**config.mk**
```make
export PLATFORM = sky130hd
export DESIGN_NAME = apb_host_port
export DESIGN_NICKNAME = d
export VERILOG_FILES = /design/src/rtl/wasm_pkg.sv /design/src/rtl/cpu_pkg.sv /design/src/rtl/apb_host_port.sv
export SDC_FILE = /design/constraint.sdc
export NUM_CORES = 1
export LEC_CHECK = 0
export BUFFER_PORTS_ARGS = -buffer_cell sky130_fd_sc_hd__buf_2
export CAP_MARGIN = 30
export CORE_MARGIN = 3
export CORE_UTILIZATION = 33
export CTS_CLUSTER_DIAMETER = 60
export DETAILED_ROUTE_END_ITERATION = 8
export GPL_TIMING_DRIVEN = 0
export PLACE_DENSITY = 0.91
export SETUP_SLACK_MARGIN = 0.02
export SLEW_MARGIN = 20
export SYNTH_ARGS = -nofsm -noshare
export SYNTH_HDL_FRONTEND = slang
export SYNTH_SLANG_ARGS = --single-unit
```
**constraint.sdc**
```tcl
create_clock -name clk -period 1.87 [get_ports clk]
set_input_delay 0.187 -clock clk [delete_from_list [all_inputs] [get_ports clk]]
set_output_delay 0.187 -clock clk [all_outputs]
set_load 0.005 [all_outputs]
```
**src/rtl/wasm_pkg.sv**
```systemverilog
package wasm_pkg;

  typedef logic [7:0] opcode_t;

  // Control flow
  localparam opcode_t OP_UNREACHABLE = 8'h00;
  localparam opcode_t OP_NOP         = 8'h01;
  localparam opcode_t OP_END         = 8'h0B;

  // Parametric
  localparam opcode_t OP_DROP        = 8'h1A;
  localparam opcode_t OP_SELECT      = 8'h1B;

  // Constants
  localparam opcode_t OP_I32_CONST   = 8'h41;
  localparam opcode_t OP_I64_CONST   = 8'h42;

  // Comparison
  localparam opcode_t OP_I32_EQZ     = 8'h45;
  localparam opcode_t OP_I32_EQ      = 8'h46;
  localparam opcode_t OP_I32_NE      = 8'h47;
  localparam opcode_t OP_I64_EQZ     = 8'h50;
  localparam opcode_t OP_I64_EQ      = 8'h51;
  localparam opcode_t OP_I64_NE      = 8'h52;

  // Numeric
  localparam opcode_t OP_I32_ADD     = 8'h6A;
  localparam opcode_t OP_I32_SUB     = 8'h6B;
  localparam opcode_t OP_I64_ADD     = 8'h7C;
  localparam opcode_t OP_I64_SUB     = 8'h7D;

  typedef enum logic [1:0] {
    VT_I32,
    VT_I64,
    VT_F32,
    VT_F64
  } val_type_t;

  typedef enum logic [3:0] {
    TRAP_NONE,
    TRAP_ENDED,
    TRAP_UNREACHABLE,
    TRAP_UNKNOWN_OPCODE,
    TRAP_TYPE_MISMATCH,
    TRAP_STACK_EMPTY,
    TRAP_STACK_FULL,
    TRAP_ROM_ERROR
  } trap_t;

endpackage

```
**src/rtl/cpu_pkg.sv**
```systemverilog
package cpu_pkg;

  import wasm_pkg::*;

  // Program memory
  localparam int PROG_ADDR_W = 6;
  localparam int PROG_BYTES  = 1 << PROG_ADDR_W;

  typedef logic [PROG_ADDR_W-1:0] prog_addr_t;
  typedef logic [7:0]             prog_byte_t;

  // Opcode byte plus the longest LEB128 immediate
  localparam int FETCH_BYTES   = 11;
  localparam int LEB_MAX_BYTES = FETCH_BYTES - 1;

  typedef logic [8*FETCH_BYTES-1:0] fetch_window_t;
  typedef logic [63:0]              value_t;
  typedef logic [3:0]               leb_len_t;

  // Value stack
  localparam int STACK_DEPTH_W = 4;
  localparam int STACK_DEPTH   = 1 << STACK_DEPTH_W;

  typedef logic [STACK_DEPTH_W:0] stack_ptr_t;

  typedef struct packed {
    val_type_t vtype;
    value_t    value;
  } stack_entry_t;

  typedef enum logic [2:0] {
    STK_NONE,
    STK_PUSH,
    STK_POP,
    STK_REPLACE,
    STK_POP_REPLACE,
    STK_POP2_REPLACE
  } stack_op_t;

  typedef struct packed {
    stack_op_t    op;
    stack_entry_t data;
  } stack_cmd_t;

  typedef struct packed {
    stack_entry_t tos;
    stack_entry_t nos;
    stack_entry_t third;
    stack_ptr_t   count;
  } stack_view_t;

  typedef enum logic [1:0] {
    S_IDLE,
    S_FETCH,
    S_WAIT,
    S_EXEC
  } exec_state_t;

  // APB side
  typedef logic [7:0]  apb_addr_t;
  typedef logic [31:0] apb_data_t;

  // Program bytes sit below the registers
  localparam apb_addr_t REG_CTRL      = 8'h40;
  localparam apb_addr_t REG_STATUS    = 8'h44;
  localparam apb_addr_t REG_RESULT_LO = 8'h48;
  localparam apb_addr_t REG_RESULT_HI = 8'h4C;

  typedef struct packed {
    logic         running;
    trap_t        trap;
    stack_entry_t result;
    logic         empty;
  } core_status_t;

endpackage

```
**src/rtl/apb_host_port.sv**
```systemverilog
`timescale 1ns/100ps

module apb_host_port import cpu_pkg::*; (
  input  logic         clk,
  input  logic         reset,
  input  logic         psel,
  input  logic         penable,
  input  logic         pwrite,
  input  apb_addr_t    paddr,
  input  apb_data_t    pwdata,
  output apb_data_t    prdata,
  output logic         pready,
  output logic         pslverr,
  output logic         mem_wr_en,
  output prog_addr_t   mem_wr_addr,
  output prog_byte_t   mem_wr_data,
  output logic         start,
  input  core_status_t status
);

  logic access;
  logic is_prog;
  logic mapped;

  assign access  = psel && penable;
  assign is_prog = paddr < PROG_BYTES;
  assign mapped  = is_prog || paddr inside {REG_CTRL, REG_STATUS, REG_RESULT_LO, REG_RESULT_HI};

  // Zero wait states
  assign pready  = 1'b1;
  assign pslverr = access && !mapped;

  always_ff @(posedge clk) begin
    if (reset) begin
      mem_wr_en <= 1'b0;
      start     <= 1'b0;
    end else begin
      mem_wr_en <= access && pwrite && is_prog;
      start     <= access && pwrite && paddr == REG_CTRL && pwdata[0];
    end
  end

  always_ff @(posedge clk) begin
    if (access && pwrite) begin
      mem_wr_addr <= paddr[PROG_ADDR_W-1:0];
      mem_wr_data <= pwdata[7:0];
    end
  end

  // Program bytes are write only and read as zero
  always_comb begin
    case (paddr)
      REG_CTRL:      prdata = {31'd0, status.running};
      REG_STATUS:    prdata = {24'd0, status.result.vtype, status.empty,
                               status.trap, status.running};
      REG_RESULT_LO: prdata = status.result.value[31:0];
      REG_RESULT_HI: prdata = status.result.value[63:32];
      default:       prdata = '0;
    endcase
  end

endmodule

```
# Yosys cells after proc, flatten, opt, wreduce, memory -nomap -nowiden
# Cells that the tools add are included.
# classes
n_addsub	0
n_mul	0
div	0
order_cmp	1
n_eq_ne	4
shifts	0
n_mux	1
n_bitwise	0
n_reduce_logical	9
# op_table
op	count
$pmux W32 S4	1
$eq A8 B7 Y1 const B	4
$lt A8 B7 Y1 const B	1
$logic_and A1 B1 Y1	6
$reduce_bool A4 Y1	1
$logic_not A1 Y1	1
$logic_or A1 B1 Y1	1
# word_totals
ff_bits	16
latch_bits	0
mem_bits_rw	0
romBits	0
inputBits	117
output_inout_bits	50
wordCells	19
mem_count	0

# Logic depth before layout (Yosys ltp)
# Gate-level depths: netlist of run 1.
# logic_depth
depth_word	5
ltp_mapped	5
ltp_nobuf	3

# Worst setup path after synthesis of run 1
# OpenSTA, ideal clock, no wires.
# synth_timing
path_type	input-to-output
startpoint	input paddr[2]
endpoint	output prdata[1]
arrival_time_ns	0.814
t_required_ns	1.683
setup_slack_ns	0.869
stages	5
path_cell_list	buf_2 -> nor2b_1 -> buf_2 -> a22oi_2 -> nor2_1
# synth_via
elab_chain_len	2
# synth_rtl
item	line	rtl
start: declaration	apb_host_port.sv:9	input apb_addr_t paddr,
$eq A8 B7 Y1	apb_host_port.sv:52	case (paddr)
$pmux W32 S4 (*)	apb_host_port.sv:52	
end: declaration	apb_host_port.sv:11	output apb_data_t prdata,
# Every way passes the cells marked *; elsewhere a longest branch is shown, timed or not.

# Worst setup path after layout of run 1
# layout_timing
startpoint	input paddr[2]
endpoint	output prdata[11]
# Same word-level chain as after synthesis.

==> results of run 1 <==
==> sequential cells by signal, indices dropped and copies added (netlist names) <==
name,flops
mem_wr_data,8
mem_wr_addr,6
mem_wr_en,1
start,1
==> cell usage in the layout, fill, tap and decap left out <==
master / n
sky130_fd_sc_hd__buf_2: 143
sky130_fd_sc_hd__nor4_1: 1
sky130_fd_sc_hd__nand2_1: 1
sky130_fd_sc_hd__nor4_2: 1
sky130_fd_sc_hd__edfxtp_1: 14
sky130_fd_sc_hd__nand3_4: 1
sky130_fd_sc_hd__a211oi_1: 1
sky130_fd_sc_hd__inv_1: 1
sky130_fd_sc_hd__nand3_1: 1
sky130_fd_sc_hd__nor2b_4: 1
sky130_fd_sc_hd__a22oi_2: 6
sky130_fd_sc_hd__nand4_4: 1
sky130_fd_sc_hd__nor2_1: 33
sky130_fd_sc_hd__dfxtp_1: 2
sky130_fd_sc_hd__mux2_4: 6
sky130_fd_sc_hd__clkinv_1: 1
sky130_fd_sc_hd__buf_4: 4
sky130_fd_sc_hd__a22oi_1: 1
sky130_fd_sc_hd__clkbuf_8: 3
sky130_fd_sc_hd__nor2b_1: 1
sky130_fd_sc_hd__nor2_4: 2
sky130_fd_sc_hd__o2111a_1: 1
sky130_fd_sc_hd__buf_6: 3
sky130_fd_sc_hd__mux2_2: 1
sky130_fd_sc_hd__mux2i_1: 25
sky130_fd_sc_hd__conb_1: 1
==> cells by family after synthesis <==
| logic type | after synthesis | synth area share (%) |
|---|---|---|
| other | 1 | 0.306 |
| AND/OR/NAND/NOR | 43 | 19.0 |
| multiplexers | 32 | 28.6 |
| flip-flops | 16 | 37.5 |
| buffers and inverters | 10 | 6.32 |
| AO/OA/AOI/OAI | 9 | 8.26 |
==> report_power, final <==
| part | switching, mW | internal (mW) |
|---|---|---|
| combinational | 0.105 | 0.147 |
| clock | 0.104 | 0.145 |
| sequential | 0.00258 | 0.405 |
| total | 0.211 | 0.697 |
==> through the flow <==
step	worst slack [ns]	cells	total power, mW
after CTS	0.555	302	0.913
after global placement	0.572	298	0.659
after detailed placement	0.559	298	0.669
final	0.575	302	0.909
after floorplan	0.869	111	0.536
after global routing	0.460	302	0.959
==> worst max-delay path, cell delays in order <==
cell,delay [ns]
sky130_fd_sc_hd__buf_2,0.08
sky130_fd_sc_hd__buf_2,0.19
sky130_fd_sc_hd__buf_4,0.24
sky130_fd_sc_hd__mux2i_1,0.23
sky130_fd_sc_hd__nor2_1,0.05
sky130_fd_sc_hd__buf_2,0.12
==> area by class of cell <==
type                    instances  area (sq um)
plain buffers                   9          73.8
clock buffers                   3          41.3
clock inverters                 1          3.75
fillers                       312          1430
inverters                       1          3.75
multi-input cells              85           689
flip-flops and latches         16           460
well taps                      46          57.6
repair buffers                141           706
==> per-layer routing <==
layer | vias up | wire, um
met1 | 590 | 1310
met3 | 10 | 420
met4 | 0 | 110
met2 | 89 | 1990
li1 | 685 | -
met5 | - | 0
==> final timing paths <==
path / cells past startpoint / endpoint / slack (ns)
worst max-delay path: 6 / prdata[11] / 0.58
worst min-delay path: 1 / mem_wr_data[5] / 0.12
==> metrics.txt, run 1 <==
# TYPE chip_impl_metric gauge
chip_impl_metric{name="synth_enable_flop_cells",unit=""} 14
chip_impl_info{name="grt_busiest_layer",value="met2"} 1
chip_impl_metric{name="row_count",unit=""} 21
chip_impl_metric{name="power-per-cell-area",unit="nW/um^2"} 446
chip_impl_metric{name="detail_route.first_pass.iterations",unit=""} 4
chip_impl_metric{name="die_height",unit="um"} 67.0
chip_impl_info{name="critPathLaunch",value="paddr[2]"} 1
chip_impl_metric{name="drcViolationCount",unit=""} 0
chip_impl_metric{name="die_w",unit="um"} 67.0
chip_impl_metric{name="final-setup-viol-count",unit=""} 0
chip_impl_metric{name="place.port_buffers",unit=""} 141
chip_impl_metric{name="postLayoutCoreUtil",unit="%"} 58.7
chip_impl_info{name="worst_min_delay_path_category",value="input pin to register"} 1
chip_impl_metric{name="avgViaCountPerCell",unit=""} 4.55
chip_impl_metric{name="antenna_left",unit=""} 0
chip_impl_metric{name="synth_async_sr_flop_share",unit="%"} 0
chip_impl_info{name="dominantRegCellSynth",value="sky130_fd_sc_hd__edfxtp_1"} 1
chip_impl_metric{name="cts_buffers",unit=""} 3
chip_impl_metric{name="num-nets-final",unit=""} 374
chip_impl_metric{name="routabilityCongestion",unit=""} 0.757
chip_impl_metric{name="die_area",unit="sq um"} 4490
chip_impl_metric{name="cts.repair_timing.setup_buffer_count",unit=""} 0
chip_impl_metric{name="grt_start_max_net_pins",unit=""} 15
chip_impl_metric{name="ys_warn_count",unit=""} 0
chip_impl_metric{name="total_inserted_antenna_cells",unit=""} 0
chip_impl_metric{name="syn-instance-count",unit=""} 111
chip_impl_metric{name="post-route-min-period",unit="ns"} 1.29
chip_impl_metric{name="core_area",unit="sq um"} 3470
chip_impl_metric{name="ctsHtreeMaxLevel",unit=""} 1
chip_impl_metric{name="timing.final.crit_share",unit="%"} 69.2
chip_impl_info{name="end_kind",value="primary output"} 1
chip_impl_metric{name="drtIter0Drc",unit=""} 36
chip_impl_metric{name="place.detailed.hpwl",unit="mm"} 3.36
chip_impl_metric{name="synth-seq-area-share",unit="%"} 37.5
chip_impl_metric{name="synth_largest_type_area_fraction",unit="%"} 34.3
chip_impl_metric{name="grt-ovfl-total",unit=""} 0
chip_impl_metric{name="max-cap-violations",unit=""} 0
chip_impl_metric{name="clock.fmax",unit="MHz"} 772
chip_impl_info{name="tritoncts_clock_tree",value="done"} 1
chip_impl_metric{name="cts_hold_buffers",unit=""} 0
chip_impl_info{name="worstSetupPathType",value="input pin to primary output"} 1
chip_impl_metric{name="met2_usage_in_global_routing",unit="%"} 31.2
chip_impl_metric{name="postSynthRegisterBits",unit=""} 16
chip_impl_info{name="worstHoldStart",value="pwdata[5]"} 1
chip_impl_metric{name="sink_count",unit=""} 16
chip_impl_metric{name="antenna_found_initial",unit=""} 0
chip_impl_info{name="result_of_the_run",value="completed"} 1
chip_impl_info{name="synth_commonest_cells",value="sky130_fd_sc_hd__nor2_1, sky130_fd_sc_hd__mux2i_1, sky130_fd_sc_hd__edfxtp_1, sky130_fd_sc_hd__a22oi_2, sky130_fd_sc_hd__mux2_4"} 1
chip_impl_info{name="startpoint_type",value="input pin"} 1
chip_impl_metric{name="cts-root-to-sink-buffers",unit=""} 2
chip_impl_metric{name="worst-endpoint-required",unit="ns"} 1.68
chip_impl_metric{name="final_hold_violating_endpoints",unit=""} 0
chip_impl_metric{name="syn-cell-area",unit="sq um"} 1230
chip_impl_metric{name="design_area",unit="sq um"} 2040
chip_impl_metric{name="power.static_leakage",unit="nW"} 1.13
chip_impl_metric{name="post_route_cells_drive_above_1_share",unit="%"} 67.2
chip_impl_metric{name="synth.distinct_cells",unit=""} 24
chip_impl_metric{name="cp_data_arrival_time",unit="ns"} 1.11
chip_impl_metric{name="totalWireLength",unit="mm"} 3.83
chip_impl_metric{name="global_route.usage.met1",unit="%"} 15.3
chip_impl_metric{name="fin_hold_ws",unit="ns"} 0.119
chip_impl_info{name="yosys.cell_count.top_type",value="sky130_fd_sc_hd__nor2_1"} 1
chip_impl_info{name="synth_area_leaders",value="sky130_fd_sc_hd__edfxtp_1, sky130_fd_sc_hd__mux2i_1, sky130_fd_sc_hd__nor2_1"} 1
chip_impl_metric{name="cts_repair_resize_count",unit=""} 0
chip_impl_info{name="synth_largest_area_cell",value="sky130_fd_sc_hd__edfxtp_1"} 1
chip_impl_metric{name="num_vias",unit=""} 1374
chip_impl_metric{name="i_o_pin_count",unit=""} 167
chip_impl_metric{name="track_usage",unit="%"} 16.2
chip_impl_metric{name="synth_nets",unit=""} 228
chip_impl_metric{name="avgRoutedWirePerCell",unit="um"} 12.7
chip_impl_metric{name="first_pass_grt_wire_length",unit="mm"} 5.51
chip_impl_metric{name="cp_max_fo",unit=""} 10
chip_impl_metric{name="grt_use_met3",unit="%"} 3.71
chip_impl_metric{name="dpl_cell_area",unit="sq um"} 1990
chip_impl_metric{name="syn_to_final_growth",unit="%"} 65.9
chip_impl_metric{name="vdd_ir_drop_max",unit="V"} 0.000182
chip_impl_metric{name="initial_utilization",unit="%"} 35.4
chip_impl_info{name="clock_tree.root_cell",value="sky130_fd_sc_hd__clkbuf_8"} 1
chip_impl_metric{name="totalNegativeSetupSlack",unit="ns"} 0
chip_impl_metric{name="maxSlewViolCount",unit=""} 0
chip_impl_info{name="grt_setup_unrepaired",value="false"} 1
chip_impl_metric{name="vias_in_the_first_global_route",unit=""} 1315
chip_impl_metric{name="average_cell_area_after_synthesis",unit="sq um"} 11.1
chip_impl_metric{name="clk_slew_on_worst_s_h_paths",unit="ns"} 0.06
(Power assumes the default switching activity.)
==> run 2, diff against run 1 <==
- CORE_UTILIZATION: 33 -> 31
- PLACE_DENSITY: 0.91 -> 0.87
- clock period: 1.87 -> 1.3 ns (I/O delays scaled with it)
==> run 2 against run 1 <==
Clock power is 53% higher; hold slack worse by 0.070 ns; first-iteration DRC count is 120% higher; critical path depth unchanged; sequential share of layout area is 0.056 points lower; design area increased by 0.25%; largest cell class unchanged.
==> metrics.txt, run 2 (synthesized netlist as in run 1, its figures left out) <==
# TYPE chip_impl_metric gauge
chip_impl_info{name="result_of_the_run",value="completed"} 1
chip_impl_metric{name="total_inserted_antenna_cells",unit=""} 0
chip_impl_metric{name="total_switching_power",unit="mW"} 0.325
chip_impl_metric{name="place.port_buffers",unit=""} 141
chip_impl_metric{name="ctsHtreeMaxLevel",unit=""} 1
chip_impl_info{name="crit_chain",value="buf_2, buf_2, buf_4, mux2i_1, nor2_1, buf_2"} 1
chip_impl_metric{name="hold-path-cell-count",unit=""} 1
chip_impl_info{name="final_cell_mix",value="sky130_fd_sc_hd__buf_2, sky130_fd_sc_hd__nor2_1, sky130_fd_sc_hd__mux2i_1"} 1
chip_impl_info{name="slowest_stage",value="sky130_fd_sc_hd__buf_4"} 1
chip_impl_metric{name="layoutNonFillerInstCount",unit=""} 304
chip_impl_info{name="final_common_cell",value="sky130_fd_sc_hd__buf_2"} 1
chip_impl_metric{name="final-setup-viol-count",unit=""} 0
chip_impl_info{name="cpMostUsedCell",value="sky130_fd_sc_hd__buf_2"} 1
chip_impl_metric{name="design_power_total",unit="mW"} 1.33
chip_impl_metric{name="num_vias",unit=""} 1373
chip_impl_metric{name="cellInternalPower",unit="mW"} 1.00
chip_impl_metric{name="clock.fmax",unit="MHz"} 839
chip_impl_metric{name="routabilityCongestion",unit=""} 0.735
chip_impl_metric{name="i_o_pin_count",unit=""} 167
chip_impl_info{name="worst_hold_path.endpoint",value="mem_wr_data[7]"} 1
chip_impl_info{name="startpoint_type",value="input pin"} 1
chip_impl_info{name="tritoncts_clock_tree",value="done"} 1
chip_impl_metric{name="grt_start_max_net_pins",unit=""} 15
chip_impl_metric{name="power.static_leakage",unit="nW"} 1.13
chip_impl_metric{name="grt-ovfl-total",unit=""} 0
chip_impl_info{name="biggestRegsByFlops",value="mem_wr_data (8), mem_wr_addr (6)"} 1
chip_impl_metric{name="power-per-cell-area",unit="nW/um^2"} 652
chip_impl_info{name="clock_tree.root_cell",value="sky130_fd_sc_hd__clkbuf_8"} 1
chip_impl_metric{name="totalNegativeSetupSlack",unit="ns"} 0
chip_impl_metric{name="antenna_found_initial",unit=""} 0
chip_impl_info{name="worstHoldStart",value="pwdata[7]"} 1
chip_impl_metric{name="post-route-min-period",unit="ns"} 1.19
chip_impl_metric{name="relSlewSlack",unit="%"} 65.6
chip_impl_metric{name="syn_to_final_growth",unit="%"} 66.3
chip_impl_metric{name="drtIter0Drc",unit=""} 78
chip_impl_info{name="end_kind",value="primary output"} 1
chip_impl_metric{name="avgRoutedWirePerCell",unit="um"} 12.4
chip_impl_metric{name="cp_data_arrival_time",unit="ns"} 1.06
chip_impl_metric{name="die_height",unit="um"} 68.9
chip_impl_metric{name="core_area",unit="sq um"} 3740
chip_impl_metric{name="antenna_left",unit=""} 0
chip_impl_metric{name="dpl.cell_count",unit=""} 300
chip_impl_metric{name="totalWireLength",unit="mm"} 3.76
chip_impl_metric{name="initial_utilization",unit="%"} 32.8
chip_impl_metric{name="vias_in_the_first_global_route",unit=""} 1137
chip_impl_metric{name="max-cap-violations",unit=""} 0
chip_impl_metric{name="sink_count",unit=""} 16
chip_impl_metric{name="die_w",unit="um"} 68.9
chip_impl_metric{name="place.detailed.hpwl",unit="mm"} 3.18
chip_impl_info{name="grt_setup_unrepaired",value="true"} 1
chip_impl_metric{name="die_area",unit="sq um"} 4750
chip_impl_metric{name="maxSlewViolCount",unit=""} 0
chip_impl_metric{name="clk_slew_on_worst_s_h_paths",unit="ns"} 0.06
chip_impl_metric{name="cp_max_fo",unit=""} 10
chip_impl_metric{name="avgViaCountPerCell",unit=""} 4.52
chip_impl_metric{name="timing.critical_path.slowest_cell_delay",unit="ns"} 0.24
chip_impl_info{name="worst_min_delay_path_category",value="input pin to register"} 1
chip_impl_info{name="worstSetupPathType",value="input pin to primary output"} 1
chip_impl_metric{name="first_pass_grt_wire_length",unit="mm"} 5.00
chip_impl_metric{name="final_hold_violating_endpoints",unit=""} 0
chip_impl_metric{name="worst-endpoint-required",unit="ns"} 1.17
chip_impl_metric{name="track_usage",unit="%"} 14.4
chip_impl_info{name="top_register",value="mem_wr_data"} 1
chip_impl_metric{name="clkPwrFrac",unit="%"} 28.7
chip_impl_metric{name="combPwrFrac",unit="%"} 27.1
chip_impl_metric{name="postLayoutCoreUtil",unit="%"} 54.5
chip_impl_metric{name="drcViolationCount",unit=""} 0
chip_impl_metric{name="power.sequential.fraction",unit="%"} 44.1
chip_impl_metric{name="vdd_ir_drop_max",unit="V"} 0.000329
chip_impl_metric{name="largest_register_ff_count",unit=""} 8
chip_impl_metric{name="p_sw_share",unit="%"} 24.5
chip_impl_metric{name="cts-root-to-sink-buffers",unit=""} 2
chip_impl_metric{name="row_count",unit=""} 22
chip_impl_metric{name="timing.final.crit_share",unit="%"} 91.6
chip_impl_metric{name="cts_hold_buffers",unit=""} 0
chip_impl_metric{name="post_route_cells_drive_above_1_share",unit="%"} 67.2
chip_impl_metric{name="num-nets-final",unit=""} 374
chip_impl_metric{name="cts.repair_timing.setup_buffer_count",unit=""} 0
chip_impl_metric{name="cts_repair_resize_count",unit=""} 0
chip_impl_metric{name="worst_slew_pin_slew",unit="ns"} 0.516
chip_impl_metric{name="cts_buffers",unit=""} 3
chip_impl_metric{name="detail_route.first_pass.iterations",unit=""} 4
## run 2: cell count changes in the layout (fill, tap and decap cells not counted)
| cell | previous run | this run |
|---|---|---|
| sky130_fd_sc_hd__clkbuf_4 | 0 | 1 |
| sky130_fd_sc_hd__buf_2 | 143 | 142 |
## run 2: layout make-up
class / instances / area (sq um)
buffer: 9 / 76.3
clock buffer: 3 / 41.3
clock inverter: 1 / 3.75
fill: 341 / 1700
inverter: 1 / 3.75
multi-input combinational: 85 / 689
sequential: 16 / 460
tap: 48 / 60.1
timing repair buffer: 141 / 706
## run 2: worst max-delay path, delay by kind of cell
family / cells / cell delay, ns
buf+inv: 4 / 0.65
simple gates: 1 / 0.05
mux: 1 / 0.22
## run 2: metal layers
layer / vias to the layer above / GRT usage (%) / share of wire, %
li1: 687 / - / -
met3: 5 / 1.78 / 12
met4: 0 / 9.49 / 2.3
met1: 589 / 15.7 / 35
met2: 92 / 26.0 / 50
met5: - / 0 / 0
## run 2: power by group through the flow
stage	Combinational (mW)	Sequential (mW)	Clock (mW)
floorplan	0.170	0.602	0
global placement	0.354	0.597	0
detailed placement	0.363	0.598	0
CTS	0.364	0.587	0.387
global route	0.400	0.589	0.404
finish	0.361	0.587	0.382
## run 2: metrics by stage
stage	instance area (sq um)	setup WS, ns	hold slack (ns)
3_3_place_gp	1990	0.0810	0.308
2_1_floorplan	1230	0.392	0.200
6_report	2040	0.109	0.0490
4_1_cts	2040	0.0763	0.0445
3_5_place_dp	1990	0.0805	0.309
5_1_grt	2040	0.0123	0.0458
## run 2: worst max-delay path by stage
stage	startpoint	to	slack, ns	cells past startpoint
after floorplan	pwrite	mem_wr_addr[0]	0.39	2
after global placement	paddr[2]	prdata[31]	0.08	6
after detailed placement	paddr[2]	prdata[31]	0.08	6
after CTS	paddr[2]	prdata[31]	0.08	6
after global routing	paddr[2]	prdata[14]	0.01	6
final	paddr[2]	prdata[31]	0.11	6
==> run 3, diff against run 2 <==
- PLACE_DENSITY: 0.87 -> 0.82
==> run 3 against run 2 <==
Design area is the same; hold slack better by 0.014 ns; global-route usage grew 1.0 points; total power decreased by 1.6%; largest power group unchanged; via count fell by 0.36%.
==> metrics.txt, run 3 (synthesized netlist as in run 1, its figures left out) <==
# TYPE chip_impl_metric gauge
chip_impl_info{name="result_of_the_run",value="completed"} 1
chip_impl_metric{name="row_count",unit=""} 22
chip_impl_metric{name="routabilityCongestion",unit=""} 0.735
chip_impl_metric{name="worst-endpoint-required",unit="ns"} 1.17
chip_impl_metric{name="antenna_left",unit=""} 0
chip_impl_metric{name="core_area",unit="sq um"} 3740
chip_impl_metric{name="final-setup-viol-count",unit=""} 0
chip_impl_metric{name="cts-root-to-sink-buffers",unit=""} 2
chip_impl_metric{name="die_area",unit="sq um"} 4750
chip_impl_metric{name="post-route-min-period",unit="ns"} 1.20
chip_impl_info{name="worst_hold_path.endpoint",value="mem_wr_data[3]"} 1
chip_impl_info{name="startpoint_type",value="input pin"} 1
chip_impl_metric{name="detail_route.first_pass.iterations",unit=""} 4
chip_impl_metric{name="initial_utilization",unit="%"} 32.8
chip_impl_metric{name="relSlewSlack",unit="%"} 66.3
chip_impl_metric{name="vias_in_the_first_global_route",unit=""} 1275
chip_impl_metric{name="max-cap-violations",unit=""} 0
chip_impl_metric{name="power-per-cell-area",unit="nW/um^2"} 641
chip_impl_metric{name="die_height",unit="um"} 68.9
chip_impl_metric{name="drtIter0Drc",unit=""} 65
chip_impl_metric{name="cp_data_arrival_time",unit="ns"} 1.07
chip_impl_metric{name="num-nets-final",unit=""} 374
chip_impl_metric{name="place.detailed.hpwl",unit="mm"} 3.43
chip_impl_metric{name="total_inserted_antenna_cells",unit=""} 0
chip_impl_metric{name="avgRoutedWirePerCell",unit="um"} 12.8
chip_impl_metric{name="grt-ovfl-total",unit=""} 0
chip_impl_metric{name="clk_slew_on_worst_s_h_paths",unit="ns"} 0.06
chip_impl_info{name="tritoncts_clock_tree",value="done"} 1
chip_impl_metric{name="sink_count",unit=""} 16
chip_impl_metric{name="track_usage",unit="%"} 15.5
chip_impl_metric{name="clock.fmax",unit="MHz"} 833
chip_impl_metric{name="avgViaCountPerCell",unit=""} 4.50
chip_impl_metric{name="syn_to_final_growth",unit="%"} 66.3
chip_impl_metric{name="cts_buffers",unit=""} 3
chip_impl_metric{name="cts.repair_timing.setup_buffer_count",unit=""} 0
chip_impl_metric{name="vdd_ir_drop_max",unit="V"} 0.000277
chip_impl_info{name="worst_min_delay_path_category",value="input pin to register"} 1
chip_impl_metric{name="fin_hold_ws",unit="ns"} 0.0633
chip_impl_metric{name="totalNegativeSetupSlack",unit="ns"} 0
chip_impl_metric{name="antenna_found_initial",unit=""} 0
chip_impl_info{name="clock_tree.root_cell",value="sky130_fd_sc_hd__clkbuf_8"} 1
chip_impl_metric{name="worst_slew_pin_slew",unit="ns"} 0.504
chip_impl_info{name="final_cell_mix",value="sky130_fd_sc_hd__buf_2, sky130_fd_sc_hd__nor2_1, sky130_fd_sc_hd__mux2i_1"} 1
chip_impl_info{name="final_common_cell",value="sky130_fd_sc_hd__buf_2"} 1
chip_impl_metric{name="ctsHtreeMaxLevel",unit=""} 1
chip_impl_metric{name="i_o_pin_count",unit=""} 167
chip_impl_metric{name="die_w",unit="um"} 68.9
chip_impl_metric{name="place.port_buffers",unit=""} 141
chip_impl_info{name="biggestRegsByFlops",value="mem_wr_data (8), mem_wr_addr (6)"} 1
chip_impl_metric{name="post_route_cells_drive_above_1_share",unit="%"} 67.2
chip_impl_info{name="worstHoldStart",value="pwdata[3]"} 1
chip_impl_metric{name="final_hold_violating_endpoints",unit=""} 0
chip_impl_metric{name="first_pass_grt_wire_length",unit="mm"} 5.60
chip_impl_metric{name="hold-path-cell-count",unit=""} 1
chip_impl_metric{name="num_vias",unit=""} 1368
chip_impl_info{name="worstSetupPathType",value="input pin to primary output"} 1
chip_impl_metric{name="timing.final.crit_share",unit="%"} 92.4
chip_impl_info{name="top_register",value="mem_wr_data"} 1
chip_impl_info{name="grt_setup_unrepaired",value="true"} 1
chip_impl_metric{name="cp_max_fo",unit=""} 10
chip_impl_metric{name="power.static_leakage",unit="nW"} 1.13
chip_impl_metric{name="drcViolationCount",unit=""} 0
chip_impl_info{name="end_kind",value="primary output"} 1
chip_impl_metric{name="largest_register_ff_count",unit=""} 8
chip_impl_metric{name="cts_hold_buffers",unit=""} 0
chip_impl_metric{name="maxSlewViolCount",unit=""} 0
chip_impl_metric{name="totalWireLength",unit="mm"} 3.90
chip_impl_metric{name="grt_start_max_net_pins",unit=""} 15
## run 3: cell counts in the layout (fill, tap and decap cells not counted)
Identical to the previous run, type by type.
## run 3: final cells by class
class | instances | area, sq um
buffer | 9 | 76.3
clock buffer | 3 | 41.3
clock inverter | 1 | 3.75
fill | 343 | 1700
inverter | 1 | 3.75
multi-input combinational | 85 | 689
sequential | 16 | 460
tap | 48 | 60.1
timing repair buffer | 141 | 706
## run 3: critical path, cell delays in order
cell and delay [ns]:
sky130_fd_sc_hd__buf_2 0.09, sky130_fd_sc_hd__buf_2 0.19, sky130_fd_sc_hd__buf_4 0.23, sky130_fd_sc_hd__mux2i_1 0.24
sky130_fd_sc_hd__nor2_1 0.06, sky130_fd_sc_hd__buf_2 0.12
## run 3: metal layers
metal,global-route usage [%],share of wire (%)
met1,18.1,37
met2,29.0,51
met3,2.11,12
met4,4.38,0.49
met5,0,0
## run 3: stage by stage
stage / total power, mW / utilization [%] / setup slack [ns] / area [sq um] / cells
after floorplan: 0.771 / - / 0.392 / 1230 / 111
after global placement: 0.953 / 53.2 / 0.0550 / 1990 / 300
after detailed placement: 0.963 / 53.2 / 0.0567 / 1990 / 300
after CTS: 1.32 / 54.4 / 0.0529 / 2040 / 304
after global routing: 1.39 / 54.5 / 0.00314 / 2040 / 304
final: 1.31 / 54.5 / 0.0994 / 2040 / 304
## run 3: where the power goes
part | leakage (nW) | switching (mW) | total (mW) | internal (mW)
clock | 0.0231 | 0.151 | 0.359 | 0.209
combinational | 0.965 | 0.150 | 0.362 | 0.212
sequential | 0.145 | 0.00435 | 0.587 | 0.583
total | 1.13 | 0.304 | 1.31 | 1.00
## run 3: worst max-delay path by stage
stage	start	end	cells after the start
floorplan	pwrite	mem_wr_addr[0]	2
global placement	paddr[2]	prdata[30]	6
detailed placement	paddr[2]	prdata[30]	6
CTS	paddr[2]	prdata[30]	6
global route	paddr[2]	prdata[19]	6
finish	paddr[2]	prdata[30]	6
## run 3: timing repair
action | in CTS | in global routing
endpoints found under the hold margin | 0 | 0
gates resized for setup | 0 | 1
endpoints found under the setup margin | 0 | 8
